[config.mk]
export PLATFORM = sky130hd
export DESIGN_NAME = firControl
export DESIGN_NICKNAME = d
export VERILOG_FILES = /design/src/logic/firPkg.sv /design/src/logic/firControl.sv
export VERILOG_INCLUDE_DIRS = /design/src /design/src/logic
export SDC_FILE = /design/constraint.sdc
export NUM_CORES = 1
export LEC_CHECK = 0
export ABC_CLOCK_PERIOD_IN_PS = 1400
export BUFFER_PORTS_ARGS = -buffer_cell sky130_fd_sc_hd__buf_2
export CORE_AREA = 2 2 39 41
export CTS_CLUSTER_DIAMETER = 150
export DETAILED_ROUTE_END_ITERATION = 12
export DIE_AREA = 0 0 41 43
export GPL_ROUTABILITY_DRIVEN = 0
export PLACE_DENSITY = 0.68
export SLEW_MARGIN = 5
export SYNTH_ARGS = -nofsm -noshare
export SYNTH_HDL_FRONTEND = slang
export SYNTH_SLANG_ARGS = --single-unit
[constraint.sdc]
create_clock -name clock -period 1.4 [get_ports clock]
set_input_delay 0.14 -clock clock [delete_from_list [all_inputs] [get_ports clock]]
set_output_delay 0.14 -clock clock [all_outputs]
set_load 0.1 [all_outputs]
[src/logic/fir_macros.svh]
// ############################
// Tap count and word widths.
// FIR_TAPS must be 2 or more.
// The sum width covers the worst case with no overflow.
// ############################

`ifndef FIR_MACROS_SVH
`define FIR_MACROS_SVH

// Number of taps in the filter chain.
// Each tap holds one coefficient and one delayed sample.
`define FIR_TAPS 16

// Signed width of every sample and every coefficient.
`define FIR_DATA_WIDTH 8

// A signed product needs the sum of both operand widths.
`define FIR_PRODUCT_WIDTH (2 * `FIR_DATA_WIDTH)

// The adder tree grows by one bit for each doubling of the tap count.
// With 16 taps of 8-bit data this comes to 20 bits.
`define FIR_SUM_WIDTH (`FIR_PRODUCT_WIDTH + $clog2(`FIR_TAPS))

`endif

[src/logic/firPkg.sv]
// ############################
// Shared FIR types.
// Widths follow fir_macros.svh.
// ############################

`include "fir_macros.svh"

package firPkg;

	// Mode of the control machine.
	// All four codes are used, so no state is unreachable.
	typedef enum logic [1:0] {
		IDLE              = 2'd0,
		LOAD_COEFFICIENTS = 2'd1,
		FILTER            = 2'd2,
		STOP              = 2'd3
	} firStateT;

	// One signed data word.
	// Samples and coefficients share this width.
	typedef logic signed [`FIR_DATA_WIDTH-1:0] sampleT;

	// Values passed from one tap to its neighbour.
	// The coefficient part moves down the chain and the sample part moves up.
	typedef struct packed {
		sampleT coeff;
		sampleT sample;
	} tapLinkT;

	// Strobes sent from the control block to every tap at once.
	typedef struct packed {
		logic coeffShift;
		logic sampleShift;
		logic clearSamples;
	} tapControlT;

	// Full-width signed product of one coefficient and one sample.
	typedef logic signed [`FIR_PRODUCT_WIDTH-1:0] productT;

	// Filter result at full width.
	typedef logic signed [`FIR_SUM_WIDTH-1:0] sumT;

endpackage

[src/logic/firControl.sv]
// ############################
// FIR mode machine.
// Strobes are plain levels sampled each clock.
// loadData outside FILTER is dropped.
// ############################

`timescale 1ns/1ps

module firControl (
	input  logic                clock,
	input  logic                reset,
	input  logic                loadCoefficients,
	input  logic                coefficientsSet,
	input  logic                loadData,
	input  logic                stopData,
	input  firPkg::sampleT      coeffIn,
	input  firPkg::sampleT      dataIn,
	output firPkg::sampleT      coeffHead,
	output firPkg::sampleT      sampleHead,
	output firPkg::tapControlT  tapControl,
	output logic                sumEnable
);

	// Current and next mode.
	firPkg::firStateT state;
	firPkg::firStateT nextState;

	// High when a sample enters the chain on this clock edge.
	logic sampleAccept;

	// Next-state logic.
	// The machine only leaves a mode on its own exit strobe.
	always_comb begin
		nextState = state;
		unique case (state)
			firPkg::IDLE: begin
				if (loadCoefficients) begin
					nextState = firPkg::LOAD_COEFFICIENTS;
				end
			end
			firPkg::LOAD_COEFFICIENTS: begin
				// The coefficient on this last cycle is still shifted in.
				if (coefficientsSet) begin
					nextState = firPkg::FILTER;
				end
			end
			firPkg::FILTER: begin
				if (stopData) begin
					nextState = firPkg::STOP;
				end
			end
			firPkg::STOP: begin
				// Stop lasts exactly one cycle while the history is wiped.
				nextState = firPkg::IDLE;
			end
		endcase
	end

	always_ff @(posedge clock) begin
		if (reset) begin
			state <= firPkg::IDLE;
		end else begin
			state <= nextState;
		end
	end

	// A sample is taken only while filtering.
	// A sample that arrives with stopData is still accepted.
	assign sampleAccept = (state == firPkg::FILTER) && loadData;

	// Every cycle in the load mode pushes one coefficient into the chain.
	assign tapControl.coeffShift   = (state == firPkg::LOAD_COEFFICIENTS);
	assign tapControl.sampleShift  = sampleAccept;
	assign tapControl.clearSamples = (state == firPkg::STOP);

	// The chain heads take the raw inputs.
	// The shift strobes above decide whether the taps use them.
	assign coeffHead  = coeffIn;
	assign sampleHead = dataIn;

	// The taps capture the sample at the accept edge and multiply at once.
	// The summer therefore registers one edge later.
	always_ff @(posedge clock) begin
		if (reset) begin
			sumEnable <= 1'b0;
		end else begin
			sumEnable <= sampleAccept;
		end
	end

endmodule

==> flow_metrics.tcl <==
set metrics [dict create \
    yosysWarningCount 0 \
    yosys-top-cells-area "buf_4 (38%), ha_1 (18%), dfxtp_1 (18%)" \
    routed_wirelength_um 566 \
    power.leakage_nw 0.183 \
    synth.cells.most_frequent "buf_4 (17), ha_1 (5), dfxtp_1 (3), inv_1 (3)" \
    netlist_instances 38 \
    num_io_pins 42 \
    post_drt_wl_per_cell_um 10.9 \
    synth_async_sr_flop_share 0 \
    antennaDiodeCount 0 \
    cp_data_required_time_ns 1.26 \
    maxSlewViolCount 0 \
    slew-limit-headroom 0.681 \
    drtPass1Iterations 4 \
    crit_chain "buf_4 -> ha_2 -> and2_4 -> buf_12" \
    die_width_um 41 \
    drive_gt1_frac 0.583 \
    peak_freq_mhz 748 \
    path_delay_family "flip-flops" \
    critical_path.endpoint_type "output port" \
    detail_route.iter0.violations 1 \
    setup_viol 0 \
    synth.ff_latch_count 3 \
    post_dp_cell_area_um2 349 \
    seq_area_frac_synth 0.177 \
    maximum_vdd_drop_mv 0.723 \
    antenna_found_initial 0 \
    design.core.area_um2 1380 \
    critical_path.startpoint_type "flip-flop" \
    min_path_type "input pin to flip-flop" \
    cts.htree.levels 1 \
    critical_path_arrival_ns 1.20 \
    worstMarginPinSlew_ns 0.482 \
    finalInstanceArea_um2 385 \
    maximum_count_of_clock_buffers_along_a_single_path 2 \
    skew_ns 0.00542 \
    netlist-cell-type-count 12 \
    multi_input_comb_area_um2 163 \
    max_capacitance_violation_count 0 \
    port-buffer-count 9 \
    design_power_mw 0.983 \
    flow.area_growth_from_synthesis_pct 13.7 \
    post-dp-hpwl_um 430 \
    cts_buffers 3 \
    die_area_um2 1760 \
    post-route-worst-setup-slack_ns 0.0625 \
    clock_tree_sinks 3 \
    via_per_inst 3.90 \
    vias 203 \
    max_stage_delay_cell_worst_path "dfxtp_1" \
    dieHeight_um 43 \
    powerDensity_nw_per_um2 2550 \
    synthMostInstantiatedCell "buf_4" \
    outcome "finished clean" \
    clock_tree.root_cell "clkbuf_4" \
    dp.cells 48 \
    critical_path.n_buffers_inverters 2 \
    post-synth-top-area-fraction 0.376 \
    dp_slack_ns 0.0711 \
    maximum_number_of_pins_on_one_net_before_global_route_repair 5 \
    cts_hold_buf 0 \
    synthesis.area_per_instance_um2 8.92 \
    fin_nets 64 \
    timing.setup.critical_path_class "flip-flop to output port" \
    tritoncts_clock_tree "done" \
    timing.final.crit_share 0.955 \
    ant_nets_after_route 0 \
    clock_latency_ns 0.24 \
    floorplan.initialDensity 0.245 \
    synth.cell_area_um2 339 \
    first_global_vias 210 \
    grt_first_pass_wirelength_um 828 \
    critPathMaxStageDelay_ns 0.33 \
    detail_route.drc_violations 0 \
    number_of_synthesized_flops_with_an_enable_pin 0 \
    crit_fanout 3 \
    clk_pin_slew_worst_paths_ns 0.04 \
    grt_overflow_total 0 \
    netlist.top_cell.by_area "buf_4" \
    ys_dominant_reg_cell "dfxtp_1" \
    core.rowCount 14 \
    fillers 154 \
    synth_nets 65 \
    storage_element_area_um2 60.1 \
    final_cells 52 \
    hold_violations 0 \
    globalRouteTotalUtil 0.0751 \
    finalWorstPathRequiredPeriod_ns 1.34 \
]
[repair_timing]
action / CTS / global route
resized for setup: 1 / 3
setup buffers: 0 / 0
cloned: 0 / 0
pin swaps: 0 / 0
endpoints found under the setup margin: 1 / 2
[cells in the final DEF, fill, tap and decap left out, types with 2 or more instances in the layout]
master / instances
buf_12: 3
buf_2: 6
buf_4: 2
clkbuf_4: 3
dfxtp_1: 3
ha_1: 3
inv_2: 2
nand2b_1: 2
nor2b_1: 2
[report_power, final]
| part | leakage [nW] | switching [mW] | internal, mW |
|---|---|---|---|
| Sequential | 0.0246 | 0.0193 | 0.117 |
| Clock | 0.0150 | 0.0510 | 0.107 |
| Combinational | 0.143 | 0.398 | 0.290 |
| Total | 0.183 | 0.469 | 0.514 |
[per-layer routing]
metal  GRT usage  share of wire
met5           0              0
met4      0.0467              0
met3      0.0681           0.15
met2       0.109           0.53
met1      0.0637           0.33
[worst register-to-register path: stages, from the launching register on]
cell      delay (ns)
dfxtp_1         0.35
inv_2           0.07
ha_1            0.20
nor2b_4         0.13
a211o_1         0.30
a211oi_2        0.21
[per-stage QoR]
| step | util | TNS [ns] | hold slack (ns) |
|---|---|---|---|
| after floorplan | - | 0 | 0.212 |
| after global placement | 0.252 | 0 | 0.281 |
| after detailed placement | 0.252 | 0 | 0.281 |
| after CTS | 0.273 | 0 | 0.0950 |
| after global routing | 0.278 | -0.00627 | 0.115 |
| final | 0.278 | 0 | 0.110 |
[cell families (layout without fill, tap and decap cells)]
| logic type | count (synthesis) | in the layout | synth area share |
|---|---|---|---|
| multiplexers | 1 | 1 | 0.0295 |
| AND/OR/NAND/NOR | 7 | 7 | 0.151 |
| buffers and inverters | 20 | 18 | 0.410 |
| adder cells (fa/ha/maj) | 5 | 5 | 0.185 |
| flip-flops | 3 | 3 | 0.177 |
| AO/OA/AOI/OAI | 2 | 2 | 0.0480 |
[layout make-up]
| type | instances | share of cell area |
|---|---|---|
| clock buffers | 4 | 0.0682 |
| inverters | 3 | 0.0292 |
| multi-input cells | 15 | 0.422 |
| flip-flops and latches | 3 | 0.156 |
| well taps | 16 | 0.0519 |
| repair buffers | 11 | 0.273 |
[registers in the layout, summed over array words and instances (netlist names)]
signal     cells
sumEnable      1
state          2
[final timing paths]
check                 from            end  slack [ns]  cells after the start
setup / recovery  state[1]  tapControl[1]        0.06                      4
hold / removal       reset       state[0]        0.11                      2
setup reg to reg  state[0]       state[0]        0.08                      5
hold reg to reg   state[0]       state[0]        0.52                      2
No activity file was read; power rests on OpenSTA's default activity.
