`src/logic/fir_macros.svh`:
```
// ############################
// Tap count and word widths.
// FIR_TAPS must be 2 or more.
// The sum width covers the worst case with no overflow.
// ############################

`ifndef FIR_MACROS_SVH
`define FIR_MACROS_SVH

// Number of taps in the filter chain.
// Each tap holds one coefficient and one delayed sample.
`define FIR_TAPS 16

// Signed width of every sample and every coefficient.
`define FIR_DATA_WIDTH 8

// A signed product needs the sum of both operand widths.
`define FIR_PRODUCT_WIDTH (2 * `FIR_DATA_WIDTH)

// The adder tree grows by one bit for each doubling of the tap count.
// With 16 taps of 8-bit data this comes to 20 bits.
`define FIR_SUM_WIDTH (`FIR_PRODUCT_WIDTH + $clog2(`FIR_TAPS))

`endif

```
`src/logic/firPkg.sv`:
```
// ############################
// Shared FIR types.
// Widths follow fir_macros.svh.
// ############################

`include "fir_macros.svh"

package firPkg;

	// Mode of the control machine.
	// All four codes are used, so no state is unreachable.
	typedef enum logic [1:0] {
		IDLE              = 2'd0,
		LOAD_COEFFICIENTS = 2'd1,
		FILTER            = 2'd2,
		STOP              = 2'd3
	} firStateT;

	// One signed data word.
	// Samples and coefficients share this width.
	typedef logic signed [`FIR_DATA_WIDTH-1:0] sampleT;

	// Values passed from one tap to its neighbour.
	// The coefficient part moves down the chain and the sample part moves up.
	typedef struct packed {
		sampleT coeff;
		sampleT sample;
	} tapLinkT;

	// Strobes sent from the control block to every tap at once.
	typedef struct packed {
		logic coeffShift;
		logic sampleShift;
		logic clearSamples;
	} tapControlT;

	// Full-width signed product of one coefficient and one sample.
	typedef logic signed [`FIR_PRODUCT_WIDTH-1:0] productT;

	// Filter result at full width.
	typedef logic signed [`FIR_SUM_WIDTH-1:0] sumT;

endpackage

```
`src/logic/firSum.sv`:
```
// ############################
// Tap product adder.
// One register stage.
// Result is full width with no
// rounding or saturation.
// ############################

`timescale 1ns/1ps

`include "fir_macros.svh"

module firSum (
	input  logic                                clock,
	input  logic                                reset,
	input  firPkg::productT [`FIR_TAPS-1:0]     products,
	input  logic                                sumEnable,
	output firPkg::sumT                         dataOut,
	output logic                                outValid
);

	// Combinational total of all tap products.
	firPkg::sumT total;

	// Each product is sign-extended to the result width before it is added.
	// The extra bits absorb the growth from adding all taps.
	always_comb begin
		total = '0;
		for (int i = 0; i < `FIR_TAPS; i++) begin
			total = total + firPkg::sumT'($signed(products[i]));
		end
	end

	// A new total is taken only when a fresh sample has reached the taps.
	// Between results the output keeps its last value.
	always_ff @(posedge clock) begin
		if (reset) begin
			dataOut <= '0;
		end else if (sumEnable) begin
			dataOut <= total;
		end
	end

	// The valid flag follows the enable and so lasts one cycle per result.
	// Back-to-back samples give a valid on every cycle.
	always_ff @(posedge clock) begin
		if (reset) begin
			outValid <= 1'b0;
		end else begin
			outValid <= sumEnable;
		end
	end

endmodule

```
`config.mk`:
```
export PLATFORM = sky130hd
export DESIGN_NAME = firSum
export DESIGN_NICKNAME = d
export VERILOG_FILES = /design/src/logic/firPkg.sv /design/src/logic/firSum.sv
export VERILOG_INCLUDE_DIRS = /design/src /design/src/logic
export SDC_FILE = /design/constraint.sdc
export NUM_CORES = 1
export LEC_CHECK = 0
export ABC_AREA = 1
export BUFFER_PORTS_ARGS = -buffer_cell sky130_fd_sc_hd__buf_2
export CAP_MARGIN = 40
export CORE_ASPECT_RATIO = 1.5
export CORE_MARGIN = 1
export CORE_UTILIZATION = 48
export CTS_BUF_LIST = sky130_fd_sc_hd__clkbuf_16
export CTS_CLUSTER_SIZE = 40
export DETAILED_ROUTE_END_ITERATION = 16
export PLACE_DENSITY = 0.87
export SETUP_SLACK_MARGIN = 0.02
export SLEW_MARGIN = 20
export SYNTH_ARGS = -nofsm -noshare
export SYNTH_HDL_FRONTEND = slang
export SYNTH_SLANG_ARGS = --single-unit
export TNS_END_PERCENT = 30
```
`constraint.sdc`:
```
create_clock -name clock -period 4.5 [get_ports clock]
set_input_delay 0.225 -clock clock [delete_from_list [all_inputs] [get_ports clock]]
set_output_delay 0.225 -clock clock [all_outputs]
set_load 0.01 [all_outputs]
```
==> results of run 1 <==
timing repair:
action                                  in CTS  in global routing
resized for setup                           34                 23
pin swaps                                   17                  9
buffers inserted                             3                  1
endpoints found under the setup margin      14                 16
hold buffers                                 0                  0
cells in the mapped netlist (4+ instances only):
cell type	instances	share of area, %
nor2_1	54	2.6
xor2_1	5	0.55
a21oi_1	15	0.95
nand3_2	4	0.51
o21ai_0	20	1.3
ha_1	25	4.0
nand3_1	26	1.6
fa_1	232	59
dfxtp_1	21	5.3
nand2_1	81	3.8
inv_1	394	19
nand2_2	7	0.55
per-layer routing:
layer | vias to the layer above | global-route usage [%] | share of wire [%]
met1 | 3134 | 21.2 | 30
met3 | 58 | 3.32 | 5.5
met4 | 0 | 9.15 | 4.0
met2 | 247 | 52.0 | 61
li1 | 3022 | - | -
met5 | - | 0 | 0
per-stage QoR:
step                      setup TNS, ps  instance area [sq um]  hold WS, ps
after floorplan                    -130                   7940          309
after global placement            -5600                   9780          469
after detailed placement          -6100                   9780          469
after CTS                          -629                  10000          332
after global routing              -3270                  10100          363
final                              -481                  10100          323
kinds of logic (layout without fill, tap and decap cells):
group	Yosys count	after routing	share of synthesized area (%)
AOI/OAI and AO/OA	40	40	2.69
xor gates and xnor gates	5	5	0.554
adders and majority gates	257	257	62.7
buffers and inverters	399	708	19.0
DFF	21	21	5.32
and+or+nand+nor	178	178	9.66
worst max-delay path, cell delays in order:
cell	delay (ps)
buf_2	110
inv_2	60
fa_1	440
fa_1	560
inv_1	50
fa_1	480
fa_1	510
fa_1	490
inv_1	50
fa_1	490
inv_2	50
ha_4	150
fa_2	340
nand3_2	90
nand2_2	80
nand3_2	90
nand2_2	90
nand2_2	100
nand2_1	50
nand2_1	90
nand3_2	60
nand2_1	70
inv_1	30
layout make-up:
class	instances	share of cell area, %
Clock buffer	3	0.743
Clock inverter	1	0.0495
Inverter	394	14.6
Multi-Input combinational cell	480	61.6
Sequential cell	21	4.16
Tap cell	206	2.55
Timing Repair Buffer	310	16.3
state kept, by name (all words and copies together) (netlist names):
signal / flops
dataOut: 20
outValid: 1
final timing paths:
kind,depth (start not counted),to,start,slack (ps)
hold reg to reg,2,dataOut[10],dataOut[10],480
setup / recovery,23,dataOut[18],products[194],-120
hold / removal,4,dataOut[0],products[240],320
setup reg to reg,4,dataOut[8],dataOut[8],3740
==> results.yml, run 1 <==
cells_and_area:
  areaGrowthSynthToFinish_pct: 27.9
  antenna_cells: 0
  utilization_pct: 62.7
  instances_no_fill: 1415
  multi_input_area_sq_mm: 0.00622
  final_cell_mix: "384 x inv_1, 276 x buf_2, 231 x fa_1"
  layout_commonest_cell: "inv_1"
  register_area_sq_um: 420
  fin_nets: 1726
  fillerInstances: 1326
  drive_gt1_share_pct: 31.3
logic_synthesis:
  synth_edf_count: 0
  synth_warnings: 0
  ys_ff_latch: 21
  synthArstFlopShare_pct: 0
  syn-num-nets: 1416
  syn_area_sq_mm: 0.00790
  syn_inst: 900
  ys_seq_area_share_pct: 5.32
  synth_cell_types: 25
  syn_avg_cell_area_sq_um: 8.78
  synth_ff_type: "dfxtp_1"
worst_hold_path:
  hp-class: "in -> reg"
timing:
  finalMaxSlewViolations: 0
  setup_ws_ps: -115
  rsz0062_at_grt: "yes"
  setup_viol: 9
  worst_pin_slew_ps: 526
  fmax_ghz: 0.217
  fin_skew_ps: 0
  hold_violations: 0
  finalCriticalPeriod_ps: 4620
  max-slew-margin-rel_pct: 65.0
  final.period_utilization_pct: 103
routing:
  firstDrtPassIters: 6
  finalWirelength_um: 19400
  wire_per_inst_um: 13.7
  first_iter_violations: 133
  drc: 0
  route.vias.total: 6461
  ant_nets: 0
  vias_per_cell: 4.57
floorplanning:
  die_w_um: 107
  io_pins: 280
  dieArea_sq_mm: 0.0170
  rows: 57
  dieHeight_um: 159
  core_area_sq_mm: 0.0161
  start_util_pct: 49.0
clock_tree:
  clk_pin_slew_ps: 60
  cts_buffer_depth: 2
  htree_levels: 1
  cts_tree: "yes"
  cts.sinks: 21
  cts_made_buffers: 3
  clockRootBuffer: "clkbuf_16"
  clk_latency_ps: 250
status:
  status: "complete, but fails checks"
  violations: "setup timing"
global_route:
  grt_pass1_vias: 7531
  grt_max_degree: 30
  antenna_found_initial: 0
  grt_pass1_wl_um: 32100
  grt.overflow.total: 0
  grtUsageTotal_pct: 24.2
critical_path:
  cp_max_fo: 3
  crit_arrival_ps: 4770
  end_kind: "flop"
  start_kind: "input pin"
  required_ps: 4660
  critical_path_class: "in -> reg"
job:
  max_cap_viol_count: 0
placed_design:
  dp_hpwl_um: 18200
  gp_congestion: 0.882
  dpl_worst_slack_ps: -465
  io_buffer_count: 279
  placed_cells: 1408
Power of run 1 is not shown: default switching activity piles up to over one toggle a cycle in this logic, so the estimate is an artifact.
==> inputs of run 2 (changes only) <==
RECOVER_POWER = 25   (was default)
==> results.yml, run 2 (synthesis results as in run 1) <==
global_route:
  antenna_found_initial: 0
  grt.overflow.total: 0
  grt_pass1_vias: 7531
  grt_pass1_wl_um: 32100
  grt_max_degree: 30
  grtUsageTotal_pct: 24.2
timing:
  tns_ps: -474
  rsz0062_at_grt: "yes"
  final.period_utilization_pct: 103
  fmax_ghz: 0.217
  max-slew-margin-rel_pct: 65.0
  setup_ws_ps: -114
  finalCriticalPeriod_ps: 4610
  hold_violations: 0
  fin_skew_ps: 0
  setup_viol: 10
  worst_pin_slew_ps: 525
  finalMaxSlewViolations: 0
critical_path:
  end_kind: "flop"
  cp_max_fo: 3
  crit_arrival_ps: 4770
  crit_start: "products[194]"
  required_ps: 4660
  start_kind: "input pin"
  reg2reg_from: "dataOut[8]"
  rr_worst_depth: 4
  crit_end: "dataOut[18]"
  r2r-end: "dataOut[8]"
  critical_path_class: "in -> reg"
  r2r_slack_ps: 3740
clock_tree:
  cts_buffer_depth: 2
  clockRootBuffer: "clkbuf_16"
  cts.sinks: 21
  hold_buffers: 0
  htree_levels: 1
  cts_tree: "yes"
  clk_pin_slew_ps: 60
  cts_made_buffers: 3
  clk_latency_ps: 250
cells_and_area:
  drive_gt1_share_pct: 30.8
  utilization_pct: 62.6
  register_area_sq_um: 420
  areaGrowthSynthToFinish_pct: 27.8
  antenna_cells: 0
  reg_top3: "dataOut x20, outValid x1"
  largest_reg_flops: 20
  final_cell_mix: "384 x inv_1, 270 x buf_2, 231 x fa_1"
  top_register: "dataOut"
  layout_commonest_cell: "inv_1"
  multi_input_area_sq_mm: 0.00622
  fin_nets: 1726
  fillerInstances: 1331
placed_design:
  io_buffer_count: 279
  gp_congestion: 0.882
  dp_hpwl_um: 18200
routing:
  first_iter_violations: 127
  drc: 0
  firstDrtPassIters: 6
  vias_per_cell: 4.57
  finalWirelength_um: 19500
  wire_per_inst_um: 13.8
  route.vias.total: 6462
  ant_nets: 0
status:
  violations: "setup timing"
  status: "complete, but fails checks"
worst_hold_path:
  hp-class: "in -> reg"
floorplanning:
  rows: 57
  start_util_pct: 49.0
  io_pins: 280
  dieArea_sq_mm: 0.0170
  die_w_um: 107
  core_area_sq_mm: 0.0161
  dieHeight_um: 159
job:
  max_cap_viol_count: 0
## run 2: how the worst min path moves through the flow
stage	start	end	slack, ps	depth (start not counted)
after global routing	products[240]	dataOut[0]	360	4
after global placement	dataOut[9]	dataOut[9]	470	2
after floorplan	reset	outValid	310	1
final	products[240]	dataOut[0]	320	4
after detailed placement	dataOut[10]	dataOut[10]	470	2
after CTS	products[240]	dataOut[0]	330	4
## run 2: worst max-delay path, cell delays in order
cell,delay [ps]
buf_2,110
inv_2,60
fa_1,440
fa_1,560
inv_1,50
fa_1,480
fa_1,510
fa_1,490
inv_1,50
fa_1,490
inv_2,50
ha_4,150
fa_2,340
nand3_2,90
nand2_2,80
nand3_2,90
nand2_2,90
nand2_2,100
nand2_1,50
nand2_1,90
nand3_2,60
nand2_1,70
inv_1,30
## run 2: area by class of cell
cell class | count | area share [%]
multi-input cells | 480 | 61.6
repair buffers | 310 | 16.2
inverters | 394 | 14.6
flip-flops and latches | 21 | 4.16
well taps | 206 | 2.55
clock buffers | 3 | 0.743
clock inverters | 1 | 0.0496
## run 2: timing repair
| item | in CTS | in global routing |
|---|---|---|
| setup buffers | 3 | 1 |
| pin swaps | 17 | 9 |
| endpoints found under the setup margin | 14 | 16 |
| gates resized for setup | 34 | 23 |
## run 2: through the flow
stage | instance area, sq um | instances | worst slack [ps] | hold WS [ps]
final | 10100 | 1415 | -114 | 323
after global routing | 10100 | 1415 | -298 | 363
after detailed placement | 9780 | 1408 | -465 | 469
after global placement | 9780 | 1408 | -452 | 469
after CTS | 10000 | 1414 | -108 | 332
after floorplan | 7940 | 900 | -48.6 | 309
## run 2: metal layers
| metal | GRT usage (%) | vias to the layer above | share of wire (%) |
|---|---|---|---|
| met4 | 9.15 | 0 | 4.0 |
| met3 | 3.32 | 58 | 5.6 |
| met5 | 0 | - | 0 |
| met2 | 52.0 | 247 | 61 |
| met1 | 21.2 | 3135 | 29 |
| li1 | - | 3022 | - |
Power of run 2 is left out for the same reason.
==> inputs of run 3 (changes only) <==
CORE_MARGIN = 2   (was 1)
==> results.yml, run 3 (synthesis results as in run 1) <==
critical_path:
  rr_worst_depth: 2
  r2r_slack_ps: 3750
  cp_cell_sequence: "buf_6 -> fa_1 -> inv_1 -> fa_1 -> inv_1 -> fa_1 -> fa_1 -> fa_1 -> inv_1 -> fa_1 -> inv_2 -> ha_4 -> fa_2 -> nand3_2 -> nand2_2 -> nand2_1 -> nand2_2 -> xor2_1 -> buf_4 -> o21ai_2 -> inv_1"
  crit_slowest_cell: "fa_1"
  crit_start: "products[98]"
  end_kind: "flop"
  crit_arrival_ps: 4810
  start_kind: "input pin"
  worst-path-buf-inv: 7
  cp_top_family: "adder cells"
  reg2reg_from: "dataOut[16]"
  crit_end: "dataOut[8]"
  required_ps: 4650
  path_depth: 21
  cp_common_cell: "fa_1"
  cp_max_fo: 3
  r2r-end: "dataOut[16]"
  critical_path_class: "in -> reg"
  critPathMaxStageDelay_ps: 550
global_route:
  antenna_found_initial: 0
  grt.overflow.total: 0
  grtUsageTotal_pct: 23.8
  use_met3_pct: 2.54
  top_usage_layer: "met2"
  grt_pass1_vias: 7792
  grt_max_degree: 30
  use_met2_pct: 51.6
  grt_pass1_wl_um: 32500
  met1_usage_pct: 21.0
routing:
  firstDrtPassIters: 4
  route.vias.total: 6504
  wire_per_inst_um: 14.5
  vias_per_cell: 4.60
  ant_nets: 0
  drc: 0
  finalWirelength_um: 20500
  first_iter_violations: 221
cells_and_area:
  instances_no_fill: 1414
  drive_gt1_share_pct: 31.8
  antenna_cells: 0
  reg_top3: "dataOut x20, outValid x1"
  fin_nets: 1725
  areaGrowthSynthToFinish_pct: 28.7
  final_cell_mix: "382 x inv_1, 269 x buf_2, 230 x fa_1"
  layout_commonest_cell: "inv_1"
  largest_reg_flops: 20
  utilization_pct: 62.8
  top_register: "dataOut"
timing:
  worst_pin_slew_ps: 497
  setup_ws_ps: -159
  max-slew-margin-rel_pct: 66.9
  setup_viol: 14
  whs_ps: 322
  fin_skew_ps: 0
  hold_violations: 0
  rsz0062_at_grt: "yes"
  finalCriticalPeriod_ps: 4660
  fmax_ghz: 0.215
  finalMaxSlewViolations: 0
  final.period_utilization_pct: 104
clock_tree:
  cts_made_buffers: 3
  clk_pin_slew_ps: 60
  clockRootBuffer: "clkbuf_16"
  hold_buffers: 0
  cts.sinks: 21
  cts_buffer_depth: 2
  htree_levels: 1
  clk_latency_ps: 250
  cts_tree: "yes"
placed_design:
  placed_cells: 1406
  gp_congestion: 0.858
  io_buffer_count: 279
  dp_hpwl_um: 18600
floorplanning:
  die_w_um: 109
  dieArea_sq_mm: 0.0175
  core_area_sq_mm: 0.0162
  rows: 57
  dieHeight_um: 161
  start_util_pct: 48.8
  io_pins: 280
worst_hold_path:
  hp-class: "in -> reg"
  timing.hold.worst.start: "products[240]"
status:
  violations: "setup timing"
  status: "complete, but fails checks"
job:
  max_cap_viol_count: 0
[run 3: worst register-to-register path, stage by stage, from the launching register on]
cell     delay [ps]
dfxtp_1         340
o21ai_0         220
nor2_1           80
[run 3: worst min-delay path by stage]
stage,end,slack (ps),cells past startpoint
after floorplan,outValid,310,1
after global placement,dataOut[9],460,2
after detailed placement,dataOut[9],460,2
after CTS,dataOut[0],330,4
after global routing,dataOut[0],380,4
final,dataOut[0],320,4
[run 3: metal layers]
| metal | wire length, um | vias up | part of all wire (%) |
|---|---|---|---|
| met2 | 12600 | 278 | 62 |
| met4 | 767 | 0 | 3.7 |
| met3 | 1200 | 67 | 5.8 |
| met1 | 5900 | 3135 | 29 |
| met5 | 0 | - | 0 |
| li1 | - | 3024 | - |
[run 3: layout make-up]
type                    count  area [sq um]
fillers                  1326          6020
well taps                 206           258
inverters                 394          1480
clock buffers               3          75.1
flip-flops and latches     21           420
clock inverters             1          5.00
multi-input cells         480          6290
repair buffers            309          1640
[run 3: through the flow]
step           setup WS, ps  instance area (sq um)  setup TNS [ps]
3_3_place_gp           -462                   9760           -5390
6_report               -159                  10200           -1080
4_1_cts                -120                  10000            -572
5_1_grt                -335                  10200           -3640
3_5_place_dp           -503                   9760           -6110
2_1_floorplan         -48.6                   7940            -130
[run 3: repair_timing]
action                     CTS  global route
buffers inserted             1             3
setup endpoints to repair   14            16
pin swaps                   22            27
gates resized for setup     42            29
Power of run 3 is left out for the same reason.
