### config.mk
export PLATFORM = sky130hd
export DESIGN_NAME = firTap
export DESIGN_NICKNAME = d
export VERILOG_FILES = /design/src/logic/firPkg.sv /design/src/logic/firTap.sv
export VERILOG_INCLUDE_DIRS = /design/src /design/src/logic
export SDC_FILE = /design/constraint.sdc
export NUM_CORES = 1
export LEC_CHECK = 0
export BUFFER_PORTS_ARGS = -buffer_cell sky130_fd_sc_hd__clkbuf_2
export CAP_MARGIN = 15
export CORE_UTILIZATION = 35
export DETAILED_ROUTE_END_ITERATION = 10
export HOLD_SLACK_MARGIN = 0.02
export PLACE_DENSITY = 0.53
export RECOVER_POWER = 50
export SETUP_SLACK_MARGIN = 0.3
export SLEW_MARGIN = 15
export SYNTH_ARGS = -nofsm -noshare
export SYNTH_HDL_FRONTEND = slang
export SYNTH_SLANG_ARGS = --single-unit
### constraint.sdc
create_clock -name clock -period 5.95 [get_ports clock]
set_input_delay 0.595 -clock clock [delete_from_list [all_inputs] [get_ports clock]]
set_output_delay 0.595 -clock clock [all_outputs]
set_load 0.005 [all_outputs]
### src/logic/fir_macros.svh
// ############################
// Tap count and word widths.
// FIR_TAPS must be 2 or more.
// The sum width covers the worst case with no overflow.
// ############################

`ifndef FIR_MACROS_SVH
`define FIR_MACROS_SVH

// Number of taps in the filter chain.
// Each tap holds one coefficient and one delayed sample.
`define FIR_TAPS 16

// Signed width of every sample and every coefficient.
`define FIR_DATA_WIDTH 8

// A signed product needs the sum of both operand widths.
`define FIR_PRODUCT_WIDTH (2 * `FIR_DATA_WIDTH)

// The adder tree grows by one bit for each doubling of the tap count.
// With 16 taps of 8-bit data this comes to 20 bits.
`define FIR_SUM_WIDTH (`FIR_PRODUCT_WIDTH + $clog2(`FIR_TAPS))

`endif

### src/logic/firPkg.sv
// ############################
// Shared FIR types.
// Widths follow fir_macros.svh.
// ############################

`include "fir_macros.svh"

package firPkg;

	// Mode of the control machine.
	// All four codes are used, so no state is unreachable.
	typedef enum logic [1:0] {
		IDLE              = 2'd0,
		LOAD_COEFFICIENTS = 2'd1,
		FILTER            = 2'd2,
		STOP              = 2'd3
	} firStateT;

	// One signed data word.
	// Samples and coefficients share this width.
	typedef logic signed [`FIR_DATA_WIDTH-1:0] sampleT;

	// Values passed from one tap to its neighbour.
	// The coefficient part moves down the chain and the sample part moves up.
	typedef struct packed {
		sampleT coeff;
		sampleT sample;
	} tapLinkT;

	// Strobes sent from the control block to every tap at once.
	typedef struct packed {
		logic coeffShift;
		logic sampleShift;
		logic clearSamples;
	} tapControlT;

	// Full-width signed product of one coefficient and one sample.
	typedef logic signed [`FIR_PRODUCT_WIDTH-1:0] productT;

	// Filter result at full width.
	typedef logic signed [`FIR_SUM_WIDTH-1:0] sumT;

endpackage

### src/logic/firTap.sv
// ############################
// One FIR tap cell.
// Product is combinational.
// Clear has priority over a shift.
// ############################

`timescale 1ns/1ps

module firTap (
	input  logic               clock,
	input  logic               reset,
	input  firPkg::tapControlT tapControl,
	input  firPkg::tapLinkT    linkIn,
	output firPkg::tapLinkT    linkOut,
	output firPkg::productT    product
);

	// The coefficient and the delayed sample held by this tap.
	firPkg::sampleT coeff;
	firPkg::sampleT sample;

	// The coefficient register moves one place down the chain per load cycle.
	always_ff @(posedge clock) begin
		if (reset) begin
			coeff <= '0;
		end else if (tapControl.coeffShift) begin
			coeff <= linkIn.coeff;
		end
	end

	// The sample register forms one stage of the delay line.
	// A stop wipes the whole history in a single cycle.
	always_ff @(posedge clock) begin
		if (reset) begin
			sample <= '0;
		end else if (tapControl.clearSamples) begin
			sample <= '0;
		end else if (tapControl.sampleShift) begin
			sample <= linkIn.sample;
		end
	end

	// The neighbours see the stored values.
	// The top level routes each half in its own direction.
	assign linkOut.coeff  = coeff;
	assign linkOut.sample = sample;

	// Both operands are signed.
	// The multiply is evaluated at the full product width.
	assign product = coeff * sample;

endmodule

==> results of run 1 <==
==> layout by cell type, fill, tap and decap left out, types with 2 or more instances in the layout <==
master / instances
nor2b_1: 7
o21a_1: 2
o21ai_0: 3
clkbuf_2: 45
inv_1: 87
dfxtp_1: 16
clkbuf_1: 7
xnor2_1: 10
nand2_1: 17
a21o_1: 4
and2_1: 46
clkbuf_8: 4
nor2_1: 25
fa_1: 55
mux2i_1: 16
xor2_1: 4
nand3_1: 3
ha_1: 29
a21oi_1: 7
==> power by group through the flow <==
stage | combinational [mW] | clock, mW | sequential (mW)
3_3_place_gp | 0.0960 | 0 | 0.128
2_1_floorplan | 0.0665 | 0 | 0.122
5_1_grt | 0.111 | 0.102 | 0.128
4_1_cts | 0.0977 | 0.0955 | 0.126
6_report | 0.0943 | 0.0936 | 0.126
3_5_place_dp | 0.0973 | 0 | 0.129
==> worst max-delay path, stage by stage, from the launching register on <==
cell,delay (ns)
dfxtp_1,0.56
nand2_1,0.21
fa_1,0.77
fa_1,0.50
fa_1,0.50
fa_1,0.54
inv_1,0.04
ha_1,0.34
a21o_1,0.18
and2_1,0.15
a31oi_1,0.24
a21boi_0,0.14
o2bb2ai_1,0.15
clkbuf_2,0.13
==> kinds of logic (layout without fill, tap and decap cells) <==
group                      after synthesis  count (layout)  synth area share [%]
and+or+nand+nor                        103             103                  17.9
AOI/OAI and AO/OA                       22              22                  4.67
xor gates and xnor gates                14              14                  3.92
buffers and inverters                   92             143                  11.1
muxes                                   17              17                  5.47
adders and majority gates               84              84                  46.7
DFF                                     16              16                  10.2
==> path summary, 6_finish.rpt <==
check | startpoint | endpoint | slack, ns
min reg2reg | coeff[7]$_SDFFE_PP0P_ | coeff[7]$_SDFFE_PP0P_ | 0.65
min | linkIn[5] | sample[5]$_SDFFE_PP0P_ | 0.58
max reg2reg | sample[3]$_SDFFE_PP0P_ | sample[3]$_SDFFE_PP0P_ | 5.08
max | sample[2]$_SDFFE_PP0P_ | product[15] | 0.66
==> layer usage <==
layer	GRT usage (%)	wire [um]	vias up
met4	2.33	48	0
met1	20.1	2860	1192
met2	30.2	3240	48
met5	0	0	-
li1	-	-	1144
met3	1.25	234	4
==> per-stage QoR <==
stage	util, %	instance area, um2
2_1_floorplan	-	3130
3_3_place_gp	40.4	3510
3_5_place_dp	40.4	3510
4_1_cts	41.0	3560
5_1_grt	40.9	3550
6_report	40.9	3550
==> cells in the mapped netlist, types with 2 or more instances <==
cell      instances
xnor2_1          10
mux2i_1          16
a21oi_1           7
o21ai_0           3
inv_1            87
ha_1             29
a21o_1            4
and2_1           46
nor2b_1           7
xor2_1            4
dfxtp_1          16
clkbuf_1          4
nand3_1           3
o21a_1            2
nor2_1           25
fa_1             55
nand2_1          17
==> registers in the layout (all words and copies together), names as in the netlist <==
| register | flops |
|---|---|
| sample | 8 |
| coeff | 8 |
==> area by class of cell <==
type	count	area (um2)	share of cell area (%)
tap	108	135	3.80
inverter	87	327	9.19
sequential	16	320	9.01
multi-input combinational	240	2460	69.4
timing repair buffer	52	251	7.08
clock buffer	4	55.1	1.55
==> flow_summary.json, run 1 <==
{
  "status": "complete, no violations",
  "min_path_type": "primary input to flop",
  "synthToLayoutAreaGrowth_pct": 13.5,
  "power_frac_comb_pct": 30.0,
  "grt_pass1_vias": 2562,
  "synthFlopType": "dfxtp_1",
  "ant_nets": 0,
  "synthArstFlopShare_pct": 0,
  "grt_pass1_wl_um": 11500,
  "drtIter0Drc": 76,
  "fp.dieW_um": 96.6,
  "worstSetupPathType": "flop to primary output",
  "post_cts_resized": 0,
  "drc": 0,
  "dp_hpwl_um": 5460,
  "drv_slew": 0,
  "dieArea_mm2": 0.00933,
  "cp_max_fo": 10,
  "ys_ff_latch": 16,
  "setup_viol": 0,
  "start_util_pct": 36.1,
  "clock.fmax_mhz": 189,
  "pin_count": 53,
  "fillers": 915,
  "skew_ns": 0,
  "power_mw": 0.314,
  "maxCapViolCount": 0,
  "synth_cell_types": 30,
  "timing.hold.worst_path_depth": 3,
  "syn-num-nets": 453,
  "fin_crit_ns": 5.29,
  "synth_edf_count": 0,
  "row_count": 34,
  "rsz0062_at_grt": "false",
  "drive_gt1_share_pct": 13.3,
  "internal_power_mw": 0.216,
  "fin_hold_ws_ns": 0.584,
  "cts_root_buf": "clkbuf_8",
  "wl_um": 6390,
  "grt-ovfl-total": 0,
  "stdcell_count": 507,
  "yosys.area.top_type": "fa_1",
  "syn_inst": 348,
  "clk_latency_ns": 0.24,
  "max-slew-margin-rel_pct": 59.4,
  "p_seq_share_pct": 40.2,
  "clkPwrFrac_pct": 29.8,
  "holdBufCountCts": 0,
  "cts_setup_buffers": 0,
  "cp.arrival_ns": 4.69,
  "num_antenna_cells": 0,
  "fin_crit_sh_pct": 88.9,
  "avgViaCountPerCell": 4.71,
  "yosys_warnings": 0,
  "die_h_um": 96.6,
  "hold_violations": 0,
  "vdd_ir_drop_max_mv": 0.141,
  "cts_tree": "built",
  "switching_power_mw": 0.0983,
  "gp_congestion": 0.782,
  "yosysTopAreaCellShare_pct": 35.2,
  "dp.cells": 503,
  "cts.htree.levels": 1,
  "vias": 2388,
  "cts_made_buffers": 3,
  "avgSynthCellArea_um2": 9.00,
  "fin_nets": 505,
  "grt_usage_pct": 16.0,
  "cts.sink_count": 16,
  "p_sw_share_pct": 31.3,
  "path_clk_slew_ns": 0.06,
  "core_area_mm2": 0.00868,
  "worstPathRequired_ns": 5.36,
  "wl_per_cell_um": 12.6,
  "cp-end-kind": "primary output",
  "r2r_cells": 2,
  "p_leak_nw": 1.91,
  "port_buffers": 52,
  "cts_buffer_depth": 2,
  "p_per_area_mw_per_mm2": 88.4,
  "start_kind": "flop",
  "setup_ws_ns": 0.662,
  "netlist_area_mm2": 0.00313,
  "antenna_found_initial": 0,
  "pre_cts_ws_ns": 0.891,
  "dr.pass1.iters": 6,
  "finalSetupTns_ns": 0,
  "worst_pin_slew_ns": 0.609,
  "synth_seq_area_share_pct": 10.2,
  "grt_max_degree": 12,
  "synth_area_leaders": "fa_1 (35%), ha_1 (12%), inv_1 (10%)"
}
Note: power is estimated with default switching activity, not from simulation.
==> run 2, diff against run 1 <==
RECOVER_POWER = 25   (was 50)
==> run 2 against run 1 <==
- final cell count did not move
- first-iteration DRC count decreased by 21%
- power hardly changed
- wire length fell by 0.16%
- global-route usage unchanged
- clock power is essentially flat
- critical path depth did not move
- clock skew is the same
- via count shrank 0.21%
- highest routed layer unchanged
==> flow_summary.json, run 2 (synthesized netlist as in run 1, its figures left out) <==
{
  "ant_nets": 0,
  "vdd_ir_drop_max_mv": 0.140,
  "fin_crit_sh_pct": 88.9,
  "crit_path_frequent_cell": "fa_1",
  "grt_usage_pct": 16.0,
  "holdBufCountCts": 0,
  "cts_tree": "built",
  "cts.sink_count": 16,
  "num_antenna_cells": 0,
  "cp_max_fo": 10,
  "pin_count": 53,
  "switching_power_mw": 0.0981,
  "clock.fmax_mhz": 189,
  "worst_pin_slew_ns": 0.603,
  "worstSetupPathType": "flop to primary output",
  "final_common_cell": "inv_1",
  "fin_hold_ws_ns": 0.585,
  "drc": 0,
  "row_count": 34,
  "setup_viol": 0,
  "die_h_um": 96.6,
  "cts_buffer_depth": 2,
  "crit_chain": "nand2_1, fa_1, fa_1, fa_1, fa_1, inv_1, ha_1, a21o_1, and2_1, a31oi_1, a21boi_0, o2bb2ai_1, clkbuf_2",
  "cts_made_buffers": 3,
  "power_frac_comb_pct": 30.1,
  "layout_common_cells": "inv_1 (87), fa_1 (55), clkbuf_2 (50)",
  "hold_violations": 0,
  "clkPwrFrac_pct": 29.7,
  "gp_congestion": 0.782,
  "status": "complete, no violations",
  "clk_latency_ns": 0.24,
  "wl_per_cell_um": 12.6,
  "grt-ovfl-total": 0,
  "rsz0062_at_grt": "false",
  "grt_max_degree": 12,
  "dp_hpwl_um": 5460,
  "finalSetupTns_ns": 0,
  "p_per_area_mw_per_mm2": 88.3,
  "worstPathRequired_ns": 5.36,
  "cp_slowest_cell": "fa_1",
  "fillers": 910,
  "antenna_found_initial": 0,
  "avgViaCountPerCell": 4.70,
  "start_kind": "flop",
  "p_leak_nw": 1.92,
  "dr.pass1.iters": 6,
  "synthToLayoutAreaGrowth_pct": 13.7,
  "max-slew-margin-rel_pct": 59.8,
  "post_cts_resized": 0,
  "p_sw_share_pct": 31.2,
  "port_buffers": 52,
  "reg_top3": "coeff: 8 flops, sample: 8 flops",
  "fin_crit_ns": 5.29,
  "r2r_setup_slack_ns": 5.08,
  "cts_setup_buffers": 0,
  "core_area_mm2": 0.00868,
  "internal_power_mw": 0.216,
  "wl_um": 6380,
  "drtIter0Drc": 60,
  "maxCapViolCount": 0,
  "min_path_type": "primary input to flop",
  "cts_root_buf": "clkbuf_8",
  "fin_nets": 505,
  "fp.dieW_um": 96.6,
  "vias": 2383,
  "cp-end-kind": "primary output",
  "drive_gt1_share_pct": 14.5,
  "final_core_util_pct": 41.0,
  "cts.htree.levels": 1,
  "cp.arrival_ns": 4.69,
  "grt_pass1_vias": 2562,
  "max_stage_delay_ns": 0.77,
  "start_util_pct": 36.1,
  "p_seq_share_pct": 40.2,
  "dieArea_mm2": 0.00933,
  "grt_pass1_wl_um": 11500,
  "path_clk_slew_ns": 0.06,
  "skew_ns": 0,
  "drv_slew": 0
}
## run 2: changes by cell type in the layout (fill, tap and decap cells not counted)
| cell | delta |
|---|---|
| clkbuf_2 | +5 |
| clkbuf_1 | -5 |
## run 2: worst max-delay path, delay by kind of cell (launching register included)
family                     cells  cell delay [ns]
DFF                            1             0.56
and+or+nand+nor                2             0.36
adders and majority gates      5             2.65
buffers and inverters          2             0.17
AOI/OAI and AO/OA              4             0.71
## run 2: through the flow
stage | power (mW) | worst slack (ns) | instance area, um2 | cells
2_1_floorplan | 0.189 | 1.30 | 3130 | 348
3_3_place_gp | 0.224 | 0.966 | 3510 | 503
3_5_place_dp | 0.226 | 0.891 | 3510 | 503
4_1_cts | 0.320 | 0.615 | 3560 | 507
5_1_grt | 0.341 | 0.366 | 3560 | 507
6_report | 0.314 | 0.662 | 3560 | 507
## run 2: routing by layer
metal  global-route usage, %  share of wire (%)
met2                    30.2                 51
met1                    20.1                 45
met4                    2.33               0.75
met3                    1.25                3.3
met5                       0                  0
## run 2: power groups by stage
stage / Combinational, mW / Sequential (mW) / Clock [mW]
after global routing: 0.111 / 0.128 / 0.102
final: 0.0946 / 0.126 / 0.0934
after CTS: 0.0977 / 0.126 / 0.0955
after detailed placement: 0.0973 / 0.129 / 0
after floorplan: 0.0665 / 0.122 / 0
after global placement: 0.0960 / 0.128 / 0
## run 2: layout make-up
type	instances	area, um2	area share [%]
clock buffers	4	55.1	1.55
multi-input cells	240	2460	69.2
repair buffers	52	258	7.24
well taps	108	135	3.80
flip-flops and latches	16	320	9.00
inverters	87	327	9.17
## run 2: path summary, 6_finish.rpt
| kind | from | end | cells past startpoint |
|---|---|---|---|
| worst max-delay path | sample[2]$_SDFFE_PP0P_ | product[15] | 13 |
| worst min-delay path | linkIn[5] | sample[5]$_SDFFE_PP0P_ | 3 |
| worst max register to register | sample[3]$_SDFFE_PP0P_ | sample[3]$_SDFFE_PP0P_ | 2 |
| worst min register to register | coeff[7]$_SDFFE_PP0P_ | coeff[7]$_SDFFE_PP0P_ | 2 |
==> run 3, diff against run 2 <==
PLACE_DENSITY = 0.58   (was 0.53)
==> run 3 against run 2 <==
- critical path depth increased by 2
- worst hold slack better by 0.0048 ns
- sequential share of layout area is essentially flat
- maximum frequency is 0.30% higher
- register-to-register slack barely moved
- flip-flop and latch count unchanged
- clock power shrank 18%
- first-iteration DRC count unchanged
- sequential power hardly changed
- global-route usage shrank 0.47 points
- critical path type unchanged
- critical endpoint unchanged
- largest cell class unchanged
==> flow_summary.json, run 3 (synthesized netlist as in run 1, its figures left out) <==
{
  "drive_gt1_share_pct": 14.3,
  "max-slew-margin-rel_pct": 61.8,
  "worstSetupPathType": "flop to primary output",
  "cts_setup_buffers": 0,
  "setup_viol": 0,
  "post_cts_resized": 0,
  "hold_violations": 0,
  "cts_buffer_depth": 2,
  "cts_made_buffers": 3,
  "power_frac_comb_pct": 31.7,
  "p_sw_share_pct": 31.9,
  "port_buffers": 52,
  "maxCapViolCount": 0,
  "holdBufCountCts": 0,
  "final_core_util_pct": 40.9,
  "status": "complete, no violations",
  "dieArea_mm2": 0.00933,
  "drtIter0Drc": 60,
  "setup_ws_ns": 0.678,
  "vdd_ir_drop_max_mv": 0.161,
  "start_util_pct": 36.1,
  "drv_slew": 0,
  "switching_power_mw": 0.0946,
  "ant_nets": 0,
  "rr_endpoint": "sample[7]$_SDFFE_PP0P_",
  "min-delay-start": "linkIn[13]",
  "vias": 2332,
  "fin_crit_ns": 5.27,
  "drc": 0,
  "max_stage_delay_ns": 0.58,
  "cp.arrival_ns": 4.68,
  "cts_root_buf": "clkbuf_8",
  "grt_usage_pct": 15.5,
  "cp_max_fo": 11,
  "cp-end-kind": "primary output",
  "grt_max_degree": 12,
  "antenna_found_initial": 0,
  "rsz0062_at_grt": "false",
  "layout_common_cells": "inv_1 (87), fa_1 (55), clkbuf_2 (50)",
  "timing.hold.worst_path_depth": 3,
  "core_area_mm2": 0.00868,
  "cts.sink_count": 16,
  "fin_nets": 505,
  "skew_ns": 0,
  "pin_count": 53,
  "synthToLayoutAreaGrowth_pct": 13.2,
  "pre_cts_ws_ns": 0.888,
  "final_common_cell": "inv_1",
  "cp_slowest_cell": "dfxtp_1",
  "clk_latency_ns": 0.24,
  "cts.htree.levels": 1,
  "reg_top3": "coeff: 8 flops, sample: 8 flops",
  "holdPathEnd": "coeff[5]$_SDFFE_PP0P_",
  "row_count": 34,
  "r2r_setup_slack_ns": 5.07,
  "clkPwrFrac_pct": 25.9,
  "die_h_um": 96.6,
  "p_per_area_mw_per_mm2": 83.7,
  "cts_tree": "built",
  "finalSetupTns_ns": 0,
  "p_seq_share_pct": 42.4,
  "cp_top_family": "adder cells",
  "grt_pass1_vias": 2488,
  "r2r_cells": 2,
  "wl_per_cell_um": 12.1,
  "cp_num_buf_inv": 4,
  "start_kind": "flop",
  "grt-ovfl-total": 0,
  "fp.dieW_um": 96.6,
  "worst_pin_slew_ns": 0.573,
  "grt_pass1_wl_um": 11300,
  "dr.pass1.iters": 4,
  "worstPathRequired_ns": 5.36,
  "avgViaCountPerCell": 4.61,
  "crit_path_frequent_cell": "fa_1",
  "clock.fmax_mhz": 190,
  "internal_power_mw": 0.202,
  "path_clk_slew_ns": 0.06,
  "num_antenna_cells": 0,
  "r2r_start": "sample[7]$_SDFFE_PP0P_",
  "p_leak_nw": 1.92,
  "dp_hpwl_um": 5300,
  "min_path_type": "primary input to flop",
  "fin_crit_sh_pct": 88.6,
  "wl_um": 6110,
  "gp_congestion": 0.793,
  "crit_chain": "nand2b_1, fa_1, fa_1, inv_1, fa_1, inv_1, fa_1, inv_1, ha_1, and2_1, a221oi_2, a21o_1, a21boi_0, o2bb2ai_1, clkbuf_2"
}
==> run 3: cell count changes in the layout (fill, tap and decap cells not counted), sizes merged <==
cell,previous run,this run
clkbuf,56,55
==> run 3: final cells by class <==
class | instances | area (um2)
clock buffer | 3 | 41.3
fill | 930 | 5130
inverter | 87 | 327
multi-input combinational | 240 | 2460
sequential | 16 | 320
tap | 108 | 135
timing repair buffer | 52 | 258
==> run 3: metrics by stage <==
step	hold slack (ns)	instance area [um2]	power, mW	instances
after detailed placement	0.633	3510	0.225	503
after floorplan	0.565	3130	0.189	348
after global placement	0.611	3510	0.223	503
after CTS	0.586	3550	0.302	506
after global routing	0.606	3550	0.324	506
final	0.589	3550	0.297	506
==> run 3: worst reg2reg max path, cell delays in order (launching register included) <==
cell	delay [ns]
dfxtp_1	0.58
mux2i_1	0.13
nor2_1	0.10
==> run 3: worst max path at each step <==
stage / start / end / slack (ns) / cells after the start
3_3_place_gp: sample[7]$_SDFFE_PP0P_ / product[15] / 0.97 / 15
6_report: sample[7]$_SDFFE_PP0P_ / product[15] / 0.68 / 15
3_5_place_dp: sample[7]$_SDFFE_PP0P_ / product[15] / 0.89 / 15
5_1_grt: sample[7]$_SDFFE_PP0P_ / product[15] / 0.38 / 14
2_1_floorplan: coeff[7]$_SDFFE_PP0P_ / product[15] / 1.30 / 13
4_1_cts: sample[7]$_SDFFE_PP0P_ / product[15] / 0.62 / 15
==> run 3: per-layer routing <==
metal	global-route usage, %	vias up	part of all wire, %
met5	0	-	0
met1	19.6	1159	44
met2	29.6	32	53
met3	1.25	4	2.8
li1	-	1137	-
met4	1.47	0	0.56
==> run 3: power by group through the flow <==
| stage | combinational, mW | sequential, mW | clock [mW] |
|---|---|---|---|
| 2_1_floorplan | 0.0665 | 0.122 | 0 |
| 3_3_place_gp | 0.0950 | 0.128 | 0 |
| 3_5_place_dp | 0.0963 | 0.128 | 0 |
| 4_1_cts | 0.0969 | 0.126 | 0.0793 |
| 5_1_grt | 0.111 | 0.128 | 0.0852 |
| 6_report | 0.0940 | 0.126 | 0.0769 |
